==> config.mk <==
export PLATFORM = sky130hd
export DESIGN_NAME = imgproc_top
export DESIGN_NICKNAME = d
export VERILOG_FILES = /design/src/imgproc_pkg.sv /design/src/imgproc_top.sv /design/src/wb_regs.sv /design/src/msg_fifo.sv /design/src/video_overlay.sv /design/src/box_tracker.sv /design/src/color_classifier.sv /design/src/stream_reg.sv
export SDC_FILE = /design/constraint.sdc
export NUM_CORES = 1
export LEC_CHECK = 0
export BUFFER_PORTS_ARGS = -buffer_cell sky130_fd_sc_hd__buf_2
export CORE_MARGIN = 2
export CORE_UTILIZATION = 55
export DETAILED_ROUTE_END_ITERATION = 10
export GPL_ROUTABILITY_DRIVEN = 0
export PLACE_DENSITY = 0.8
export SYNTH_ARGS = -nofsm -noshare
export SYNTH_HDL_FRONTEND = slang
export SYNTH_HIERARCHICAL = 1
export SYNTH_SLANG_ARGS = --single-unit
==> constraint.sdc <==
create_clock -name clk -period 10.05 [get_ports clk]
set_input_delay 1.005 -clock clk [delete_from_list [all_inputs] [get_ports clk]]
set_output_delay 1.005 -clock clk [all_outputs]
set_load 0.03 [all_outputs]
==> src/imgproc_pkg.sv <==
package imgproc_pkg;

	////////////////////
	// stream word

	typedef logic [7:0] pix_t;	// one colour channel

	typedef struct packed {
		pix_t red;
		pix_t green;
		pix_t blue;
		logic sop;
		logic eop;
	} pixel_word_t;	// 26 bits on the stream

	////////////////////
	// geometry

	localparam int X_W     = 11;
	localparam int IMAGE_W = 640;	// x wraps here

	typedef logic [X_W-1:0] coord_t;

	////////////////////
	// classifier thresholds

	localparam int RUN_LEN    = 4;	// detections in a row before a hit
	localparam int RED_MARGIN = 30;
	localparam int BLUE_SLACK = 20;

	////////////////////
	// overlay colours

	localparam logic [23:0] FILL_RED        = 24'hff0000;
	localparam logic [23:0] FILL_BLUE       = 24'h0000ff;
	localparam logic [23:0] OUTLINE_DEFAULT = 24'h00ff00;

	////////////////////
	// message FIFO and tags

	localparam int MSG_DEPTH = 16;
	localparam int CNT_W     = 5;	// holds 0..MSG_DEPTH

	localparam logic [7:0] MSG_ID_RED  = 8'h01;
	localparam logic [7:0] MSG_ID_BLUE = 8'h02;

	////////////////////
	// register map, word addresses

	localparam logic [1:0] ADDR_STATUS  = 2'd0;
	localparam logic [1:0] ADDR_MSG     = 2'd1;
	localparam logic [1:0] ADDR_ID      = 2'd2;
	localparam logic [1:0] ADDR_OUTLINE = 2'd3;

	localparam logic [31:0] CORE_ID = 32'h1234eee2;

	// status register bits
	localparam int FLUSH_BIT  = 4;	// write only, reads as 0
	localparam int ENABLE_BIT = 0;

endpackage
==> src/imgproc_top.sv <==
`timescale 1ns/1ns

module imgproc_top (
	input  logic        clk,
	input  logic        reset_n,

	// stream sink
	input  logic        sink_valid_i,
	output logic        sink_ready_o,
	input  logic [23:0] sink_data_i,
	input  logic        sink_sop_i,
	input  logic        sink_eop_i,

	// stream source
	output logic        source_valid_o,
	input  logic        source_ready_i,
	output logic [23:0] source_data_o,
	output logic        source_sop_o,
	output logic        source_eop_o,

	// wishbone slave
	input  logic        wb_cyc_i,
	input  logic        wb_stb_i,
	input  logic        wb_we_i,
	input  logic [1:0]  wb_adr_i,
	input  logic [31:0] wb_dat_i,
	output logic [31:0] wb_dat_o,
	output logic        wb_ack_o
);

	logic [31:0]                   msg;
	logic                          msg_push;
	logic [31:0]                   fifo_data;
	logic [imgproc_pkg::CNT_W-1:0] fifo_count;
	logic                          fifo_empty;
	logic                          fifo_pop;
	logic                          fifo_flush;
	logic                          enable;
	logic [23:0]                   outline;

	////////////////////
	// producer

	video_overlay video_overlay_i (
		.clk            (clk),
		.reset_n        (reset_n),
		.sink_valid_i   (sink_valid_i),
		.sink_ready_o   (sink_ready_o),
		.sink_data_i    (sink_data_i),
		.sink_sop_i     (sink_sop_i),
		.sink_eop_i     (sink_eop_i),
		.source_valid_o (source_valid_o),
		.source_ready_i (source_ready_i),
		.source_data_o  (source_data_o),
		.source_sop_o   (source_sop_o),
		.source_eop_o   (source_eop_o),
		.enable_i       (enable),
		.outline_i      (outline),
		.fifo_count_i   (fifo_count),
		.msg_o          (msg),
		.msg_push_o     (msg_push)
	);

	////////////////////
	// buffer

	msg_fifo msg_fifo_i (
		.clk     (clk),
		.reset_n (reset_n),
		.push_i  (msg_push),
		.data_i  (msg),
		.pop_i   (fifo_pop),
		.flush_i (fifo_flush),
		.data_o  (fifo_data),
		.count_o (fifo_count),
		.empty_o (fifo_empty)
	);

	////////////////////
	// consumer

	wb_regs wb_regs_i (
		.clk          (clk),
		.reset_n      (reset_n),
		.wb_cyc_i     (wb_cyc_i),
		.wb_stb_i     (wb_stb_i),
		.wb_we_i      (wb_we_i),
		.wb_adr_i     (wb_adr_i),
		.wb_dat_i     (wb_dat_i),
		.wb_dat_o     (wb_dat_o),
		.wb_ack_o     (wb_ack_o),
		.fifo_data_i  (fifo_data),
		.fifo_count_i (fifo_count),
		.fifo_empty_i (fifo_empty),
		.fifo_pop_o   (fifo_pop),
		.fifo_flush_o (fifo_flush),
		.enable_o     (enable),
		.outline_o    (outline)
	);

endmodule

==> src/wb_regs.sv <==
`timescale 1ns/1ns

module wb_regs (
	input  logic                          clk,
	input  logic                          reset_n,

	// wishbone classic slave
	input  logic                          wb_cyc_i,
	input  logic                          wb_stb_i,
	input  logic                          wb_we_i,
	input  logic [1:0]                    wb_adr_i,
	input  logic [31:0]                   wb_dat_i,
	output logic [31:0]                   wb_dat_o,
	output logic                          wb_ack_o,

	// message FIFO
	input  logic [31:0]                   fifo_data_i,
	input  logic [imgproc_pkg::CNT_W-1:0] fifo_count_i,
	input  logic                          fifo_empty_i,
	output logic                          fifo_pop_o,
	output logic                          fifo_flush_o,

	// to the overlay
	output logic                          enable_o,
	output logic [23:0]                   outline_o
);

	logic req;
	logic rd_req;
	logic wr_req;

	// new cycle seen, ack follows on the next edge
	assign req    = wb_cyc_i && wb_stb_i && !wb_ack_o;
	assign rd_req = req && !wb_we_i;
	assign wr_req = req && wb_we_i;

	// both strobes land on the edge that raises ack
	assign fifo_pop_o   = rd_req && (wb_adr_i == imgproc_pkg::ADDR_MSG) && !fifo_empty_i;
	assign fifo_flush_o = wr_req && (wb_adr_i == imgproc_pkg::ADDR_STATUS) &&
		wb_dat_i[imgproc_pkg::FLUSH_BIT];

	always_ff @(posedge clk) begin
		if (!reset_n) begin
			wb_ack_o  <= 1'b0;
			enable_o  <= 1'b0;
			outline_o <= imgproc_pkg::OUTLINE_DEFAULT;
		end else begin
			wb_ack_o <= req;	// one cycle wide
			if (wr_req) begin
				case (wb_adr_i)
					imgproc_pkg::ADDR_STATUS:  enable_o  <= wb_dat_i[imgproc_pkg::ENABLE_BIT];
					imgproc_pkg::ADDR_OUTLINE: outline_o <= wb_dat_i[23:0];
					default:                   ;	// msg and id are read only
				endcase
			end
		end
	end

	////////////////////
	// read data, registered with ack

	always_ff @(posedge clk) begin
		if (rd_req) begin
			case (wb_adr_i)
				imgproc_pkg::ADDR_STATUS:
					wb_dat_o <= {16'h0, {(8 - imgproc_pkg::CNT_W){1'b0}}, fifo_count_i,
						7'h0, enable_o};
				imgproc_pkg::ADDR_MSG:
					wb_dat_o <= fifo_empty_i ? 32'h0 : fifo_data_i;
				imgproc_pkg::ADDR_ID:
					wb_dat_o <= imgproc_pkg::CORE_ID;
				default:
					wb_dat_o <= {8'h0, outline_o};
			endcase
		end
	end

	// master keeps stb up until it has seen the ack
	a_ack_needs_stb: assert property (@(posedge clk) disable iff (!reset_n)
		wb_ack_o |-> wb_stb_i);

endmodule

==> src/msg_fifo.sv <==
`timescale 1ns/1ns

module msg_fifo (
	input  logic                          clk,
	input  logic                          reset_n,
	input  logic                          push_i,
	input  logic [31:0]                   data_i,
	input  logic                          pop_i,
	input  logic                          flush_i,
	output logic [31:0]                   data_o,	// head word, valid when not empty
	output logic [imgproc_pkg::CNT_W-1:0] count_o,
	output logic                          empty_o
);

	localparam int PTR_W = $clog2(imgproc_pkg::MSG_DEPTH);

	logic [31:0]      mem [imgproc_pkg::MSG_DEPTH];
	logic [PTR_W-1:0] wr_ptr;
	logic [PTR_W-1:0] rd_ptr;
	logic             full;
	logic             wr_en;
	logic             rd_en;

	assign full    = (int'(count_o) == imgproc_pkg::MSG_DEPTH);
	assign empty_o = (count_o == '0);

	// guarded strobes
	assign wr_en = push_i && !full;
	assign rd_en = pop_i && !empty_o;

	assign data_o = mem[rd_ptr];

	always_ff @(posedge clk) begin
		if (!reset_n) begin
			wr_ptr  <= '0;
			rd_ptr  <= '0;
			count_o <= '0;
		end else if (flush_i) begin	// beats a push on the same edge
			wr_ptr  <= '0;
			rd_ptr  <= '0;
			count_o <= '0;
		end else begin
			if (wr_en)
				wr_ptr <= wr_ptr + 1'b1;	// depth is a power of two, pointers wrap
			if (rd_en)
				rd_ptr <= rd_ptr + 1'b1;
			case ({wr_en, rd_en})
				2'b10:   count_o <= count_o + 1'b1;
				2'b01:   count_o <= count_o - 1'b1;
				default: count_o <= count_o;
			endcase
		end
	end

	always_ff @(posedge clk) begin
		if (wr_en)
			mem[wr_ptr] <= data_i;
	end

	// the producer checks for room before it starts a message pair
	a_no_push_full: assert property (@(posedge clk) disable iff (!reset_n)
		push_i |-> !full);

	// the bus side only pops a non-empty buffer
	a_no_pop_empty: assert property (@(posedge clk) disable iff (!reset_n)
		pop_i |-> !empty_o);

endmodule

==> src/video_overlay.sv <==
`timescale 1ns/1ns

module video_overlay (
	input  logic                            clk,
	input  logic                            reset_n,

	// stream sink
	input  logic                            sink_valid_i,
	output logic                            sink_ready_o,
	input  logic [23:0]                     sink_data_i,
	input  logic                            sink_sop_i,
	input  logic                            sink_eop_i,

	// stream source
	output logic                            source_valid_o,
	input  logic                            source_ready_i,
	output logic [23:0]                     source_data_o,
	output logic                            source_sop_o,
	output logic                            source_eop_o,

	// control from the register block
	input  logic                            enable_i,
	input  logic [23:0]                     outline_i,

	// message side
	input  logic [imgproc_pkg::CNT_W-1:0]   fifo_count_i,
	output logic [31:0]                     msg_o,
	output logic                            msg_push_o
);

	imgproc_pkg::pixel_word_t in_word;
	imgproc_pkg::pixel_word_t s1_word;
	imgproc_pkg::pixel_word_t out_word;
	imgproc_pkg::pixel_word_t s2_word;
	logic                s1_valid;
	logic                s2_ready;
	logic                accept;
	imgproc_pkg::coord_t x_q;
	logic                packet_video;
	logic                video_now;
	logic                frame_end;
	logic                red_hit;
	logic                blue_hit;
	logic                red_found;
	logic                blue_found;
	imgproc_pkg::coord_t red_left;
	imgproc_pkg::coord_t red_right;
	imgproc_pkg::coord_t blue_left;
	imgproc_pkg::coord_t blue_right;
	logic                red_edge;
	logic                blue_edge;
	logic                overlay_on;
	logic [7:0]          grey;
	logic [23:0]         new_rgb;
	logic [23:0]         out_rgb;
	logic                frame_done_q;
	logic                push_red;
	logic                push_blue_q;

	function automatic logic [31:0] pack_msg(logic [7:0] tag, logic found,
		imgproc_pkg::coord_t left, imgproc_pkg::coord_t right);
		return {tag, found, 1'b0, left, right};
	endfunction

	assign in_word = {sink_data_i, sink_sop_i, sink_eop_i};

	stream_reg in_reg (
		.clk     (clk),
		.reset_n (reset_n),
		.valid_i (sink_valid_i),
		.ready_o (sink_ready_o),
		.data_i  (in_word),
		.valid_o (s1_valid),
		.ready_i (s2_ready),
		.data_o  (s1_word)
	);

	// everything below acts on s1_word and commits when it moves on
	assign accept = s1_valid && s2_ready;

	////////////////////
	// coordinates and packet type

	// the sop word carries its own type before packet_video catches up
	assign video_now = s1_word.sop ? (s1_word.blue[3:0] == 4'h0) : packet_video;
	assign frame_end = accept && s1_word.eop && video_now;

	always_ff @(posedge clk) begin
		if (!reset_n) begin
			x_q          <= '0;
			packet_video <= 1'b0;
		end else if (accept) begin
			if (s1_word.sop) begin
				x_q          <= '0;
				packet_video <= (s1_word.blue[3:0] == 4'h0);
			end else if (int'(x_q) == imgproc_pkg::IMAGE_W - 1) begin
				x_q <= '0;	// next line
			end else begin
				x_q <= x_q + 1'b1;
			end
		end
	end

	////////////////////
	// detection and boxes

	color_classifier classifier_i (
		.clk        (clk),
		.reset_n    (reset_n),
		.pixel_i    (s1_word),
		.advance_i  (accept),
		.red_hit_o  (red_hit),
		.blue_hit_o (blue_hit)
	);

	box_tracker red_box_i (
		.clk         (clk),
		.reset_n     (reset_n),
		.advance_i   (accept),
		.frame_end_i (frame_end),
		.hit_i       (red_hit && video_now && !s1_word.sop),
		.x_i         (x_q),
		.found_o     (red_found),
		.left_o      (red_left),
		.right_o     (red_right)
	);

	box_tracker blue_box_i (
		.clk         (clk),
		.reset_n     (reset_n),
		.advance_i   (accept),
		.frame_end_i (frame_end),
		.hit_i       (blue_hit && video_now && !s1_word.sop),
		.x_i         (x_q),
		.found_o     (blue_found),
		.left_o      (blue_left),
		.right_o     (blue_right)
	);

	////////////////////
	// overlay mux

	// boxes are from the previous frame
	assign red_edge  = red_found && (x_q == red_left || x_q == red_right);
	assign blue_edge = blue_found && (x_q == blue_left || x_q == blue_right);

	assign grey = s1_word.green[7:1] + s1_word.red[7:2] + s1_word.blue[7:2];

	always_comb begin
		if (red_edge || blue_edge)
			new_rgb = outline_i;
		else if (red_hit)
			new_rgb = imgproc_pkg::FILL_RED;
		else if (blue_hit)
			new_rgb = imgproc_pkg::FILL_BLUE;
		else
			new_rgb = {grey, grey, grey};
	end

	// sop descriptor and non-video packets go through as they are
	assign overlay_on = enable_i && packet_video && !s1_word.sop;
	assign out_rgb    = overlay_on ? new_rgb : {s1_word.red, s1_word.green, s1_word.blue};
	assign out_word   = {out_rgb, s1_word.sop, s1_word.eop};

	stream_reg out_reg (
		.clk     (clk),
		.reset_n (reset_n),
		.valid_i (s1_valid),
		.ready_o (s2_ready),
		.data_i  (out_word),
		.valid_o (source_valid_o),
		.ready_i (source_ready_i),
		.data_o  (s2_word)
	);

	assign {source_data_o, source_sop_o, source_eop_o} = s2_word;

	////////////////////
	// message push, red then blue

	// both words need room, else the frame is skipped
	assign push_red = frame_done_q && (int'(fifo_count_i) <= imgproc_pkg::MSG_DEPTH - 2);

	always_ff @(posedge clk) begin
		if (!reset_n) begin
			frame_done_q <= 1'b0;
			push_blue_q  <= 1'b0;
		end else begin
			frame_done_q <= frame_end;
			push_blue_q  <= push_red;
		end
	end

	assign msg_push_o = push_red || push_blue_q;
	assign msg_o = push_blue_q ?
		pack_msg(imgproc_pkg::MSG_ID_BLUE, blue_found, blue_left, blue_right) :
		pack_msg(imgproc_pkg::MSG_ID_RED, red_found, red_left, red_right);

endmodule

==> src/box_tracker.sv <==
`timescale 1ns/1ns

module box_tracker (
	input  logic                clk,
	input  logic                reset_n,
	input  logic                advance_i,	// pixel accepted
	input  logic                frame_end_i,	// accepted video eop
	input  logic                hit_i,
	input  imgproc_pkg::coord_t x_i,
	output logic                found_o,
	output imgproc_pkg::coord_t left_o,
	output imgproc_pkg::coord_t right_o
);

	logic                seen_q;
	logic                seen_nxt;
	logic                upd;
	imgproc_pkg::coord_t min_q;
	imgproc_pkg::coord_t max_q;
	imgproc_pkg::coord_t min_nxt;
	imgproc_pkg::coord_t max_nxt;

	assign upd = advance_i && hit_i;

	// running values including the current pixel, so the eop pixel counts too
	assign seen_nxt = seen_q || upd;
	assign min_nxt  = (upd && (!seen_q || x_i < min_q)) ? x_i : min_q;
	assign max_nxt  = (upd && (!seen_q || x_i > max_q)) ? x_i : max_q;

	always_ff @(posedge clk) begin
		if (!reset_n) begin
			seen_q  <= 1'b0;
			found_o <= 1'b0;
			left_o  <= '0;
			right_o <= '0;
		end else if (frame_end_i) begin
			found_o <= seen_nxt;
			left_o  <= seen_nxt ? min_nxt : '0;
			right_o <= seen_nxt ? max_nxt : '0;
			seen_q  <= 1'b0;	// start the next frame empty
		end else begin
			seen_q <= seen_nxt;
		end
	end

	// min/max only mean something while seen_q is set
	always_ff @(posedge clk) begin
		min_q <= min_nxt;
		max_q <= max_nxt;
	end

endmodule

==> src/color_classifier.sv <==
`timescale 1ns/1ns

module color_classifier (
	input  logic                     clk,
	input  logic                     reset_n,
	input  imgproc_pkg::pixel_word_t pixel_i,
	input  logic                     advance_i,	// pixel accepted this cycle
	output logic                     red_hit_o,
	output logic                     blue_hit_o
);

	logic [8:0] r9;
	logic [8:0] g9;
	logic [8:0] b9;
	logic       red_det;
	logic       blue_det;
	logic [imgproc_pkg::RUN_LEN-2:0] red_hist;	// newest detection in bit 0
	logic [imgproc_pkg::RUN_LEN-2:0] blue_hist;

	// one spare bit so the margin sums cannot wrap
	assign r9 = {1'b0, pixel_i.red};
	assign g9 = {1'b0, pixel_i.green};
	assign b9 = {1'b0, pixel_i.blue};

	assign red_det = (r9 > g9 + 9'(imgproc_pkg::RED_MARGIN)) &&
		(r9 > b9 + 9'(imgproc_pkg::RED_MARGIN));

	assign blue_det = (b9 + 9'(imgproc_pkg::BLUE_SLACK) > g9) && (b9 > r9) && !red_det;

	// a hit needs this pixel and every pixel in the history
	assign red_hit_o  = red_det && (&red_hist);
	assign blue_hit_o = blue_det && (&blue_hist);

	always_ff @(posedge clk) begin
		if (!reset_n) begin
			red_hist  <= '0;
			blue_hist <= '0;
		end else if (advance_i) begin
			if (pixel_i.sop) begin	// new packet, forget the old run
				red_hist  <= '0;
				blue_hist <= '0;
			end else begin
				red_hist  <= {red_hist[imgproc_pkg::RUN_LEN-3:0], red_det};
				blue_hist <= {blue_hist[imgproc_pkg::RUN_LEN-3:0], blue_det};
			end
		end
	end

endmodule

==> src/stream_reg.sv <==
`timescale 1ns/1ns

module stream_reg (
	input  logic                     clk,
	input  logic                     reset_n,

	// upstream side
	input  logic                     valid_i,
	output logic                     ready_o,
	input  imgproc_pkg::pixel_word_t data_i,

	// downstream side
	output logic                     valid_o,
	input  logic                     ready_i,
	output imgproc_pkg::pixel_word_t data_o
);

	// take a word when empty or when the held word leaves this cycle
	assign ready_o = !valid_o || ready_i;

	always_ff @(posedge clk) begin
		if (!reset_n) begin
			valid_o <= 1'b0;
		end else if (ready_o) begin
			valid_o <= valid_i;
		end
	end

	always_ff @(posedge clk) begin
		if (ready_o && valid_i) begin
			data_o <= data_i;	// payload only
		end
	end

	// the upstream must hold a stalled word until this stage takes it
	a_hold_stable: assert property (@(posedge clk) disable iff (!reset_n)
		valid_i && !ready_o |=> valid_i && $stable(data_i));

endmodule

# Yosys cells after proc, flatten, opt, wreduce, memory -nomap -nowiden
# Memory sizes are Yosys's and may differ from the RTL's. A register that Yosys moved wholly into a read port is not among the register bits.
# Index checks and enable logic that the tools add are counted.
# W data, S select, Z words.
[totals] register_bits=237 ramBits=416 inputBits=67 output_inout_bits=61 elab_cells=160 n_memories=1
[op_classes] addsub=10 n_lt_le_gt_ge=9 eq_ne=11 muxes=25 bitwise_logic=1 reduce_logical=66
[mem_list] name="msg_fifo_i.mem" words=16 width=26 rd=1 rd_clocked_by_memory_dff=1 wr=1 line="msg_fifo.sv:17" rtl="logic [31:0] mem [imgproc_pkg::MSG_DEPTH];"
[op_table] cell="$mux W11" n=10
[op_table] cell="$mux W24" n=4
[op_table] cell="$pmux W32 S3" n=1
[op_table] cell="$eq A11 B11 Y1" n=4
[op_table] cell="$logic_and A1 B1 Y1" n=34
[op_table] cell="$mux W32" n=1
[op_table] cell="$add A8 B5 Y9 const B" n=3
[op_table] cell="$mux W26" n=1
[op_table] cell="$gt A11 B11 Y1" n=2
[op_table] cell="$lt A11 B11 Y1" n=2
[op_table] cell="$gt A8 B9 Y1" n=2
[op_table] cell="$logic_or A1 B1 Y1" n=12
[op_table] cell="$add A11 B1 Y11 const B" n=1
[op_table] cell="$eq A11 B11 Y1 const B" n=1
[op_table] cell="$logic_not A1 Y1" n=10
[op_table] cell="$pmux W5 S2" n=1
[op_table] cell="$gt A9 B8 Y1" n=1
[op_table] cell="$add A4 B1 Y4 const B" n=2
[op_table] cell="$add A7 B6 Y8" n=1
[op_table] cell="$add A8 B6 Y8" n=1
[op_table] cell="$gt A8 B8 Y1" n=1
[op_table] cell="$mux W4" n=2
[op_table] cell="$eq A2 B2 Y1 const B" n=3
[op_table] cell="$mux W3" n=2
[op_table] cell="14 further kinds" n=20

# Depth between registers and ports, before layout
# Gate-level depths: netlist of run 1.
[logic_depth] word_depth=12 depth_mapped=18 mapped_depth_nobuf=16

# Cells and area by module
# The synthesis of run 1 kept the hierarchy.
[by_module_without_submodules] module="msg_fifo" instances=1 cells_per_inst=911 area_each_um2=20126.8 seq_area_each_um2=15715.1
[by_module_without_submodules] module="box_tracker" instances=2 cells_per_inst=232 area_each_um2=2372.3 seq_area_each_um2=920.9
[by_module_without_submodules] module="video_overlay" instances=1 cells_per_inst=319 area_each_um2=2561.2 seq_area_each_um2=280.3
[by_module_without_submodules] module="wb_regs" instances=1 cells_per_inst=235 area_each_um2=2513.7 seq_area_each_um2=1481.4
[by_module_without_submodules] module="stream_reg" instances=2 cells_per_inst=31 area_each_um2=838.3 seq_area_each_um2=800.8
[by_module_without_submodules] module="color_classifier" instances=1 cells_per_inst=174 area_each_um2=1357.6 seq_area_each_um2=120.1

# Worst setup path before layout of run 1
# No wires, ideal clock.
[synth_timing] path_type="input port to flip-flop" start="input wb_stb_i" end="register msg_fifo_i/count_o[4] in the netlist's numbering" setup_time_ns=0.128 arrival_time_ns=4.230 t_required_ns=9.922 path_slack_ns=5.692 stages=11 n_path_buf=0 path_cell_list="nand3b_1 > nor2_1 > and2_1 > o21ai_4 > inv_1 > ha_1 > xor2_1 > ha_1 > a311oi_1 > a2111oi_0 > nand4bb_1"
[synth_between] elab_chain_cells=8 word_cells_on_any_way=14 classes_between="2 x eq/ne; 1 x mux; 11 x reduce/logical"
[synth_lines] element="from (decl)" line="imgproc_top.sv:23" rtl="input logic wb_stb_i,"
[synth_lines] element="$logic_and A1 B1 Y1 (*) (2 in series)" line="wb_regs.sv:33" rtl="assign req = wb_cyc_i && wb_stb_i && !wb_ack_o;"
[synth_lines] element="$logic_and A1 B1 Y1 (*)" line="wb_regs.sv:34" rtl="assign rd_req = req && !wb_we_i;"
[synth_lines] element="net wb_regs_i.rd_req" line="wb_regs.sv:29" rtl="logic rd_req;"
[synth_lines] element="$logic_and A1 B1 Y1 (*) (2 in series)" line="wb_regs.sv:38" rtl="assign fifo_pop_o = rd_req && (wb_adr_i == imgproc_pkg::ADDR_MSG) && !fifo_empty_i;"
[synth_lines] element="net fifo_pop" line="imgproc_top.sv:36" rtl="logic fifo_pop;"
[synth_lines] element="$logic_and A1 B1 Y1 (*)" line="msg_fifo.sv:29" rtl="assign rd_en = pop_i && !empty_o;"
[synth_lines] element="net msg_fifo_i.rd_en" line="msg_fifo.sv:22" rtl="logic rd_en;"
[synth_lines] element="$eq A2 B1 Y1 or $eq A2 B2 Y1 (tied branches)" line="msg_fifo.sv:47" rtl="case ({wr_en, rd_en})"
[synth_lines] element="$pmux W5 S2 or $reduce_bool A2 Y1 (tied branches)"
[synth_lines] element="to (signal assigned)" line="msg_fifo.sv:48" rtl="2'b10: count_o <= count_o + 1'b1;"
[synth_lines] element="to (signal assigned)" line="msg_fifo.sv:49" rtl="2'b01: count_o <= count_o - 1'b1;"
[synth_lines] element="to (signal assigned)" line="msg_fifo.sv:50" rtl="default: count_o <= count_o;"
[synth_lines] element="to (decl)" line="msg_fifo.sv:11" rtl="output logic [imgproc_pkg::CNT_W-1:0] count_o,"
# Mark *: on every way through the listed nets, which the timed path passes. The rest lies on a longest branch.
# A chain may end at the register's enable or synchronous reset.

# Worst setup path after layout of run 1
[layout_timing] start="register video_overlay_i/in_reg/data_o[5] in the netlist's numbering" end="register video_overlay_i.red_box_i.max_q[10]"
[layout_between] elab_chain_cells=9 word_cells_on_any_way=11 classes_between="1 x add/sub; 1 x order compare; 2 x mux; 7 x reduce/logical"
[layout_lines] element="from (decl)" line="stream_reg.sv:15" rtl="output imgproc_pkg::pixel_word_t data_o"
[layout_lines] element="from (signal assigned)" line="stream_reg.sv:31" rtl="data_o <= data_i;"
[layout_lines] element="$add A8 B5 Y9" line="color_classifier.sv:26" rtl="(r9 > b9 + 9'(imgproc_pkg::RED_MARGIN));"
[layout_lines] element="$gt A8 B9 Y1" line="color_classifier.sv:26"
[layout_lines] element="$logic_and A1 B1 Y1" line="color_classifier.sv:25" rtl="assign red_det = (r9 > g9 + 9'(imgproc_pkg::RED_MARGIN)) &&"
[layout_lines] element="$logic_and A1 B1 Y1" line="color_classifier.sv:31" rtl="assign red_hit_o = red_det && (&red_hist);"
[layout_lines] element="net video_overlay_i.red_hit" line="video_overlay.sv:42" rtl="logic red_hit;"
[layout_lines] element="$logic_and A1 B1 Y1 (2 in series)" line="video_overlay.sv:121" rtl=".hit_i (red_hit && video_now && !s1_word.sop),"
[layout_lines] element="$logic_and A1 B1 Y1" line="box_tracker.sv:23" rtl="assign upd = advance_i && hit_i;"
[layout_lines] element="$logic_and A1 B1 Y1" line="box_tracker.sv:28" rtl="assign max_nxt = (upd && (!seen_q || x_i > max_q)) ? x_i : max_q;"
[layout_lines] element="$mux W11" line="box_tracker.sv:28"
[layout_lines] element="net video_overlay_i.red_box_i.max_nxt[10]" line="box_tracker.sv:21" rtl="imgproc_pkg::coord_t max_nxt;"
[layout_lines] element="to (signal assigned)" line="box_tracker.sv:49" rtl="max_q <= max_nxt;"
[layout_lines] element="to (decl)" line="box_tracker.sv:19" rtl="imgproc_pkg::coord_t max_q;"
# The timed path passes the listed nets, and every way through them passes these cells.

==> Flow_metrics.wiki, run 1 <==
{| class="wikitable"
! Metric !! Value
|-
| Proportion of total power due to net switching || 21.88%
|-
| Kind of critical path || flop to flop
|-
| Via count of the first global-routing pass || 20,700
|-
| First-pass GRT wire length || 129.5 mm
|-
| Commonest cells in the synthesized netlist || 596 x sky130_fd_sc_hd__edfxtp_1, 157 x sky130_fd_sc_hd__dfxtp_1, 128 x sky130_fd_sc_hd__mux4_2
|-
| Unrepaired setup endpoints after global routing || false
|-
| Overall power consumption || 6385 uW
|-
| Hold violation total from the final report || 0
|-
| Number of CTS-inserted buffers || 71
|-
| Top-level port count || 128
|-
| Tcrit/Tclk final || 54.76%
|-
| Worst IR Drop VDD || 0.1306 mV
|-
| Insertion delay to the later sink of the worst-skew pair || 0.64 ns
|-
| Total track usage || 27.70%
|-
| Kind of start point of the critical path || flop
|-
| Post-route cell area || 0.03675 mm2
|-
| Post-Synthesis Cell Area || 0.03298 mm2
|-
| Final ANT Viol Nets || 0
|-
| Syn-to-layout area delta || 11.42%
|-
| Number of buffers added for setup after CTS || 0
|-
| Tightest Pin Transition || 1.268 ns
|-
| Relative contribution of combinational cells to total power || 4.0%
|-
| Detailed-routing iteration count for the pre-antenna-repair pass || 5
|-
| Combinational family with the most area after synthesis || multiplexers
|-
| Count of routing violations after the opening detailed-route iteration || 2,602
|-
| Element type at the critical path end || flop
|-
| Required time worst endpoint || 10.56 ns
|-
| Xor/xnor share of the synthesized area || 1.992%
|-
| Max-capacitance violation count || 0
|-
| Share of synthesized registers carrying an async set or reset || 0%
|-
| Final cell count without fillers || 3,116
|-
| Post-DR wirelength/cell || 27.59 um
|-
| Area leader, netlist || sky130_fd_sc_hd__edfxtp_1
|-
| Total internal power || 4988 uW
|-
| Cells after synthesis || 2,165
|-
| Post-Synth Adder-Cell Area || 3.991%
|-
| Worst Skew || 0.02840 ns
|-
| Antenna violations before repair || 2
|-
| Count leader, synth || sky130_fd_sc_hd__edfxtp_1
|-
| Yosys cell types || 89
|-
| Clock slew at reported path FFs || 0.07 ns
|-
| Count of nets after finishing || 2,454
|-
| H-Tree Depth || 3
|-
| Synthesis warning total || 6
|-
| Via density per instance || 6.615
|-
| Number of remaining DRC errors || 0
|-
| DPL Wire Length || 48.79 mm
|-
| CTS root buf || sky130_fd_sc_hd__clkbuf_16
|-
| Total congestion overflow after global routing || 0
|-
| Synth Flop Type || sky130_fd_sc_hd__edfxtp_1
|-
| Data arrival time at the worst-slack endpoint || 6.01 ns
|-
| Area of the core || 0.05913 mm2
|-
| Placement row count || 89
|-
| Layout filler cell count || 3,948
|-
| Total clock sinks || 753
|-
| Endpoints failing setup || 0
|-
| Post-synthesis compound-gate area fraction || 7.163%
|-
| Min Tclk post-route || 5.503 ns
|-
| Diodes inserted || 0
|-
| Vertical extent of the die || 248.9 um
|-
| Post-Route WL || 85.98 mm
|-
| Post-synthesis sequential element count || 753
|-
| Maximum clock rate || 181.7 MHz
|-
| Total die area || 0.06194 mm2
|-
| Proportion of synthesized chip area in sequential cells || 63.80%
|-
| Post-synth top area share || 54.27%
|-
| Dominant cells by area after synthesis || sky130_fd_sc_hd__edfxtp_1 54%, sky130_fd_sc_hd__dfxtp_1 9.5%, sky130_fd_sc_hd__mux4_2 8.7%, sky130_fd_sc_hd__ha_1 3.6%, sky130_fd_sc_hd__a22oi_1 1.8%
|-
| Worst slew margin relative to its limit || 15.18%
|-
| Post-Route Hold Slack || 0.4873 ns
|-
| Total of cells resized after clock tree synthesis || 0
|-
| Clock buffer depth || 3
|-
| Share of layout cells above drive strength 1 || 22.75%
|-
| Portion of netlist area occupied by mux cells || 12.23%
|-
| Count of hold-fix buffers inserted at cts || 0
|-
| Worst hold-check path type || flop to flop
|-
| Result of the run || complete, no violations
|-
| Starting Density || 55.78%
|-
| # port buffers || 119
|-
| Aggregate negative setup slack || 0 ns
|-
| TritonCTS clock tree || yes
|-
| Clock power share || 43.2%
|-
| Net switching power of the design || 1397 uW
|-
| Power density over the cells || 173.8 mW/mm2
|-
| Total leakage power || 0.01299 uW
|-
| Cell Area, Placed || 0.03438 mm2
|-
| Worst-path fanout max || 14
|-
| Post-Synth Simple-Gate Area || 7.599%
|-
| Largest net degree at the start of global routing || 83
|-
| Count of flip-flops with a built-in enable after synthesis || 596
|-
| Per-instance average area after synthesis || 15.23 um2
|-
| Post-placement cell count || 2,986
|-
| DR vias || 20,610
|-
| Chip width || 248.9 um
|-
| Part of the total power dissipated in sequential elements || 52.8%
|-
| Max-slew violation total from the final report || 0
|}
-- critical path, cell delays in order (launching register included) --
cell,delay [ns]
sky130_fd_sc_hd__edfxtp_1,0.64
sky130_fd_sc_hd__inv_1,0.15
sky130_fd_sc_hd__ha_1,0.21
sky130_fd_sc_hd__a21bo_2,0.22
sky130_fd_sc_hd__xor2_1,0.14
sky130_fd_sc_hd__ha_1,0.34
sky130_fd_sc_hd__nand4b_1,0.15
sky130_fd_sc_hd__o211a_2,0.27
sky130_fd_sc_hd__a32oi_2,0.24
sky130_fd_sc_hd__and3_1,0.22
sky130_fd_sc_hd__and4_1,0.58
sky130_fd_sc_hd__and2_1,0.43
sky130_fd_sc_hd__o311ai_1,0.16
sky130_fd_sc_hd__buf_4,0.21
sky130_fd_sc_hd__nor2_1,0.97
sky130_fd_sc_hd__mux2_2,0.42
-- placed cells by master, fill, tap and decap left out, drive strengths merged, types with 77 or more instances in the layout --
cell / Yosys / final
a22oi: 77 / 77
buf: 62 / 166
clkbuf: 62 / 84
dfxtp: 157 / 157
edfxtp: 596 / 596
ha: 94 / 94
inv: 96 / 101
mux4: 128 / 128
nand2: 126 / 126
nor2: 97 / 97
-- worst paths after layout --
| kind | start | slack [ns] | end | cells past startpoint |
|---|---|---|---|---|
| setup / recovery | video_overlay_i/in_reg/data_o[5] | 4.55 | video_overlay_i/red_box_i/max_q[10] | 15 |
| hold / removal | wb_regs_i/outline_o[5] | 0.49 | wb_regs_i/outline_o[5] | 2 |
| setup reg to reg | video_overlay_i/in_reg/data_o[5] | 4.55 | video_overlay_i/red_box_i/max_q[10] | 15 |
| hold reg to reg | wb_regs_i/outline_o[5] | 0.49 | wb_regs_i/outline_o[5] | 2 |
-- metal layers --
metal	up-vias	GRT usage (%)	wire length (um)	part of all wire [%]
met5	-	0	25	0.029
met2	1352	45.90	42170	49
met1	10370	35.95	30930	36
met3	235	5.569	9648	11
met4	4	11.48	3211	3.7
li1	8654	-	-	-
-- state kept, by name, indices dropped and copies added, names as in the netlist, 24 cells and up, named ones only --
register	count
video_overlay_i/out_reg/data_o	26
wb_regs_i/outline_o	24
video_overlay_i/in_reg/data_o	26
wb_regs_i/wb_dat_o	32
msg_fifo_i/mem	512
-- final cells by class --
type / instances / area [um2] / area share (%)
sequential: 753 / 21050 / 57.28
multi-input combinational: 1197 / 11050 / 30.07
clock buffer: 84 / 1887 / 5.134
tap: 773 / 967.2 / 2.632
timing repair buffer: 166 / 948.4 / 2.581
clock inverter: 46 / 481.7 / 1.311
inverter: 97 / 364.1 / 0.9908
-- power groups by stage --
stage | registers (uW) | logic (uW) | clock network [uW]
2_1_floorplan | 3450 | 162 | 0
3_3_place_gp | 3440 | 239 | 0
3_5_place_dp | 3440 | 246 | 0
4_1_cts | 3370 | 250 | 2770
5_1_grt | 3370 | 283 | 2880
6_report | 3370 | 257 | 2760
-- stage by stage --
step,utilization [%],worst slack [ns]
2_1_floorplan,-,5.692
3_3_place_gp,58.14,4.906
3_5_place_dp,58.14,4.752
4_1_cts,62.15,4.706
5_1_grt,62.15,4.375
6_report,62.15,4.547
-- kinds of logic (layout without fill, tap and decap cells) --
family,Yosys count,in the layout
fa+ha+maj,101,101
flops,753,753
other cells,1,7
xor+xnor,75,75
simple gates,469,469
compound gates,318,318
mux,227,227
buf+inv,221,393
Note: power is estimated with default switching activity, not from simulation.
==> inputs of run 2 (changes only) <==
--- a/config.mk
+++ b/config.mk
@@ -10,7 +10,7 @@
 export CORE_UTILIZATION = 55
 export DETAILED_ROUTE_END_ITERATION = 10
 export GPL_ROUTABILITY_DRIVEN = 0
-export PLACE_DENSITY = 0.8
+export PLACE_DENSITY = 0.83
 export SYNTH_ARGS = -nofsm -noshare
 export SYNTH_HDL_FRONTEND = slang
 export SYNTH_HIERARCHICAL = 1
==> constraint.sdc (replaced) <==
create_clock -name clk -period 4.6 [get_ports clk]
set_input_delay 0.46 -clock clk [delete_from_list [all_inputs] [get_ports clk]]
set_output_delay 0.46 -clock clk [all_outputs]
set_load 0.03 [all_outputs]
==> Flow_metrics.wiki, run 2 (synthesis results as in run 1) <==
{| class="wikitable"
! Metric !! Value
|-
| Result of the run || complete, no violations
|-
| First-pass GRT wire length || 130.4 mm (+0.76%)
|-
| Kind of start point of the critical path || flop
|-
| Utilization of the core after routing || 62.65% (+0.51 points)
|-
| Final ANT Viol Nets || 0 (unchanged)
|-
| Count of nets after finishing || 2,474 (+0.81%)
|-
| Max-capacitance violation count || 0 (unchanged)
|-
| Data arrival time at the worst-slack endpoint || 4.86 ns (-1.15 ns)
|-
| Worst IR Drop VDD || 0.2990 mV (+130%)
|-
| Critical path endpoint || video_overlay_i/blue_box_i/left_o[6]
|-
| Worst hold-check path type || input port to flop
|-
| Critical path's slowest cell || sky130_fd_sc_hd__or4_4
|-
| Cell Area, Placed || 0.03456 mm2 (+0.52%)
|-
| Clock buffer depth || 3 (unchanged)
|-
| Register with the most flip-flops || msg_fifo_i/mem
|-
| Multi-input gate area || 0.01105 mm2 (about the same)
|-
| Total track usage || 28.05% (+0.35 points)
|-
| Total congestion overflow after global routing || 0 (unchanged)
|-
| Post-placement cell count || 2,998 (+0.40%)
|-
| Layout filler cell count || 3,846 (-2.6%)
|-
| Syn-to-layout area delta || 12.33%
|-
| Tcrit/Tclk final || 94.86% (+40 points)
|-
| Antenna violations before repair || 3 (+1)
|-
| Number of buffers added for setup after CTS || 0 (unchanged)
|-
| Clock slew at reported path FFs || 0.06 ns (about the same)
|-
| Final cell count without fillers || 3,134 (+0.58%)
|-
| Share of layout cells above drive strength 1 || 23.04% (+0.29 points)
|-
| Starting Density || 55.78% (unchanged)
|-
| Chip width || 248.9 um (unchanged)
|-
| Regs by FF count || msg_fifo_i/mem (512), wb_regs_i/wb_dat_o (32)
|-
| Post-Route WL || 86.72 mm (+0.85%)
|-
| Min Tclk post-route || 4.364 ns (-1.140 ns)
|-
| Detailed-routing iteration count for the pre-antenna-repair pass || 6 (+1)
|-
| Area of the core || 0.05913 mm2 (unchanged)
|-
| Crit path largest cell delay || 0.56 ns (-0.41 ns)
|-
| CTS root buf || sky130_fd_sc_hd__clkbuf_16
|-
| Reg-to-reg slack, setup || 0.24 ns (-4.31 ns)
|-
| H-Tree Depth || 3 (unchanged)
|-
| DPL Wire Length || 51.03 mm (+4.6%)
|-
| Flip-flop count of the largest register, all copies and words added || 512 (unchanged)
|-
| DR vias || 20,930 (+1.6%)
|-
| Element type at the critical path end || flop
|-
| Largest net degree at the start of global routing || 63 (-24%)
|-
| Hold_sp || sink_data_i[0]
|-
| Worst-path fanout max || 11 (-3)
|-
| Total leakage power || 0.01316 uW (+1.3%)
|-
| Post-route cell area || 0.03705 mm2 (+0.81%)
|-
| Tightest Pin Transition || 1.108 ns (-0.1593 ns)
|-
| Total die area || 0.06194 mm2 (unchanged)
|-
| Most frequent cells in the layout || 596 x sky130_fd_sc_hd__edfxtp_1, 155 x sky130_fd_sc_hd__dfxtp_1, 128 x sky130_fd_sc_hd__mux4_2
|-
| TritonCTS clock tree || yes
|-
| # port buffers || 119 (unchanged)
|-
| Diodes inserted || 0 (unchanged)
|-
| Worst Skew || 0.02043 ns (-0.007971 ns)
|-
| Required time worst endpoint || 5.10 ns (-5.46 ns)
|-
| Number of remaining DRC errors || 0 (unchanged)
|-
| Via density per instance || 6.679 (+0.97%)
|-
| R2R Path Start || video_overlay_i/in_reg/data_o[14]
|-
| Worst slew margin relative to its limit || 25.96% (+11 points)
|-
| Count of routing violations after the opening detailed-route iteration || 2,830 (+8.8%)
|-
| Endpoints failing setup || 0 (unchanged)
|-
| Vertical extent of the die || 248.9 um (unchanged)
|-
| Aggregate negative setup slack || 0 ns (unchanged)
|-
| Hold violation total from the final report || 0 (unchanged)
|-
| End of the worst register-to-register path || video_overlay_i/blue_box_i/left_o[6]
|-
| Placement row count || 89 (unchanged)
|-
| CP Launch Point || video_overlay_i/in_reg/data_o[14]
|-
| Insertion delay to the later sink of the worst-skew pair || 0.63 ns (about the same)
|-
| Unrepaired setup endpoints after global routing || false
|-
| Reg2reg path depth || 13 (-2)
|-
| Via count of the first global-routing pass || 20,960 (+1.2%)
|-
| Critical-path cell list || or4_4 > nand2_1 > xnor2_1 > ha_1 > a2111oi_2 > a32oi_2 > a31oi_1 > nor3b_1 > and2_1 > o2111a_1 > o221ai_1 > and4_1 > a221o_1
|-
| Post-DR wirelength/cell || 27.67 um (+0.28%)
|-
| Maximum clock rate || 229.2 MHz (+26%)
|-
| Most frequent standard cell in the layout excluding fill and tap cells || sky130_fd_sc_hd__edfxtp_1
|-
| Power density over the cells || 378.1 mW/mm2 (+120%)
|-
| Sequential cell area || 0.02105 mm2 (unchanged)
|-
| Number of CTS-inserted buffers || 70 (-1.4%)
|-
| Total clock sinks || 753 (unchanged)
|-
| Kind of critical path || flop to flop
|-
| Max-slew violation total from the final report || 0 (unchanged)
|-
| Top-level port count || 128 (unchanged)
|}
[run 2: where the power goes]
| group | switching, uW | internal, uW | leakage [uW] |
|---|---|---|---|
| combinational | 368 | 216 | 0.00505 |
| sequential | 44.4 | 7320 | 0.00694 |
| clock | 2610 | 3460 | 0.00117 |
[run 2: area by class of cell]
type,count,area share (%)
clock buffers,86,5.171
repair buffers,187,3.283
well taps,773,2.611
inverters,97,0.9828
flip-flops and latches,753,56.81
multi-input cells,1197,29.84
clock inverters,41,1.300
[run 2: per-stage QoR]
step | power (uW) | setup slack (ns) | hold WS [ns]
detailed placement | 8059 | 0.3951 | 0.4524
global route | 14330 | 0.02945 | 0.01495
global placement | 8038 | 0.5504 | 0.4353
finish | 14010 | 0.2364 | 0.01329
CTS | 14020 | 0.3326 | 0.0004405
floorplan | 7891 | 0.3521 | 0.4262
[run 2: worst max-delay path, delay by kind of cell, from the launching register on]
family | cells | cell delay (ns)
AO/OA/AOI/OAI | 6 | 1.60
XOR/XNOR | 1 | 0.13
AND/OR/NAND/NOR | 5 | 1.73
adder cells (fa/ha/maj) | 1 | 0.28
flip-flops | 1 | 0.49
[run 2: what timing repair did]
| action | CTS | global route |
|---|---|---|
| resized for setup | 0 | 1 |
| endpoints found under the hold margin | 9 | 0 |
| hold buffers | 9 | 0 |
| endpoints found under the setup margin | 0 | 4 |
[run 2: how the worst min path moves through the flow]
stage,cells after the start,slack [ns],to
global placement,0,0.44,video_overlay_i/out_reg/data_o[0]
floorplan,0,0.43,video_overlay_i/out_reg/data_o[0]
CTS,1,0.0004,video_overlay_i/in_reg/data_o[10]
detailed placement,0,0.45,video_overlay_i/out_reg/data_o[0]
global route,1,0.01,video_overlay_i/in_reg/data_o[9]
finish,1,0.01,video_overlay_i/in_reg/data_o[2]
[run 2: routing by layer]
layer  track usage (%)  wire [um]  vias to the layer above
met4             13.33       4027                        2
met5                 0         13                        -
met1             35.11      30190                    10360
met2             46.91      42430                     1591
met3             5.883      10060                      301
li1                  -          -                     8682
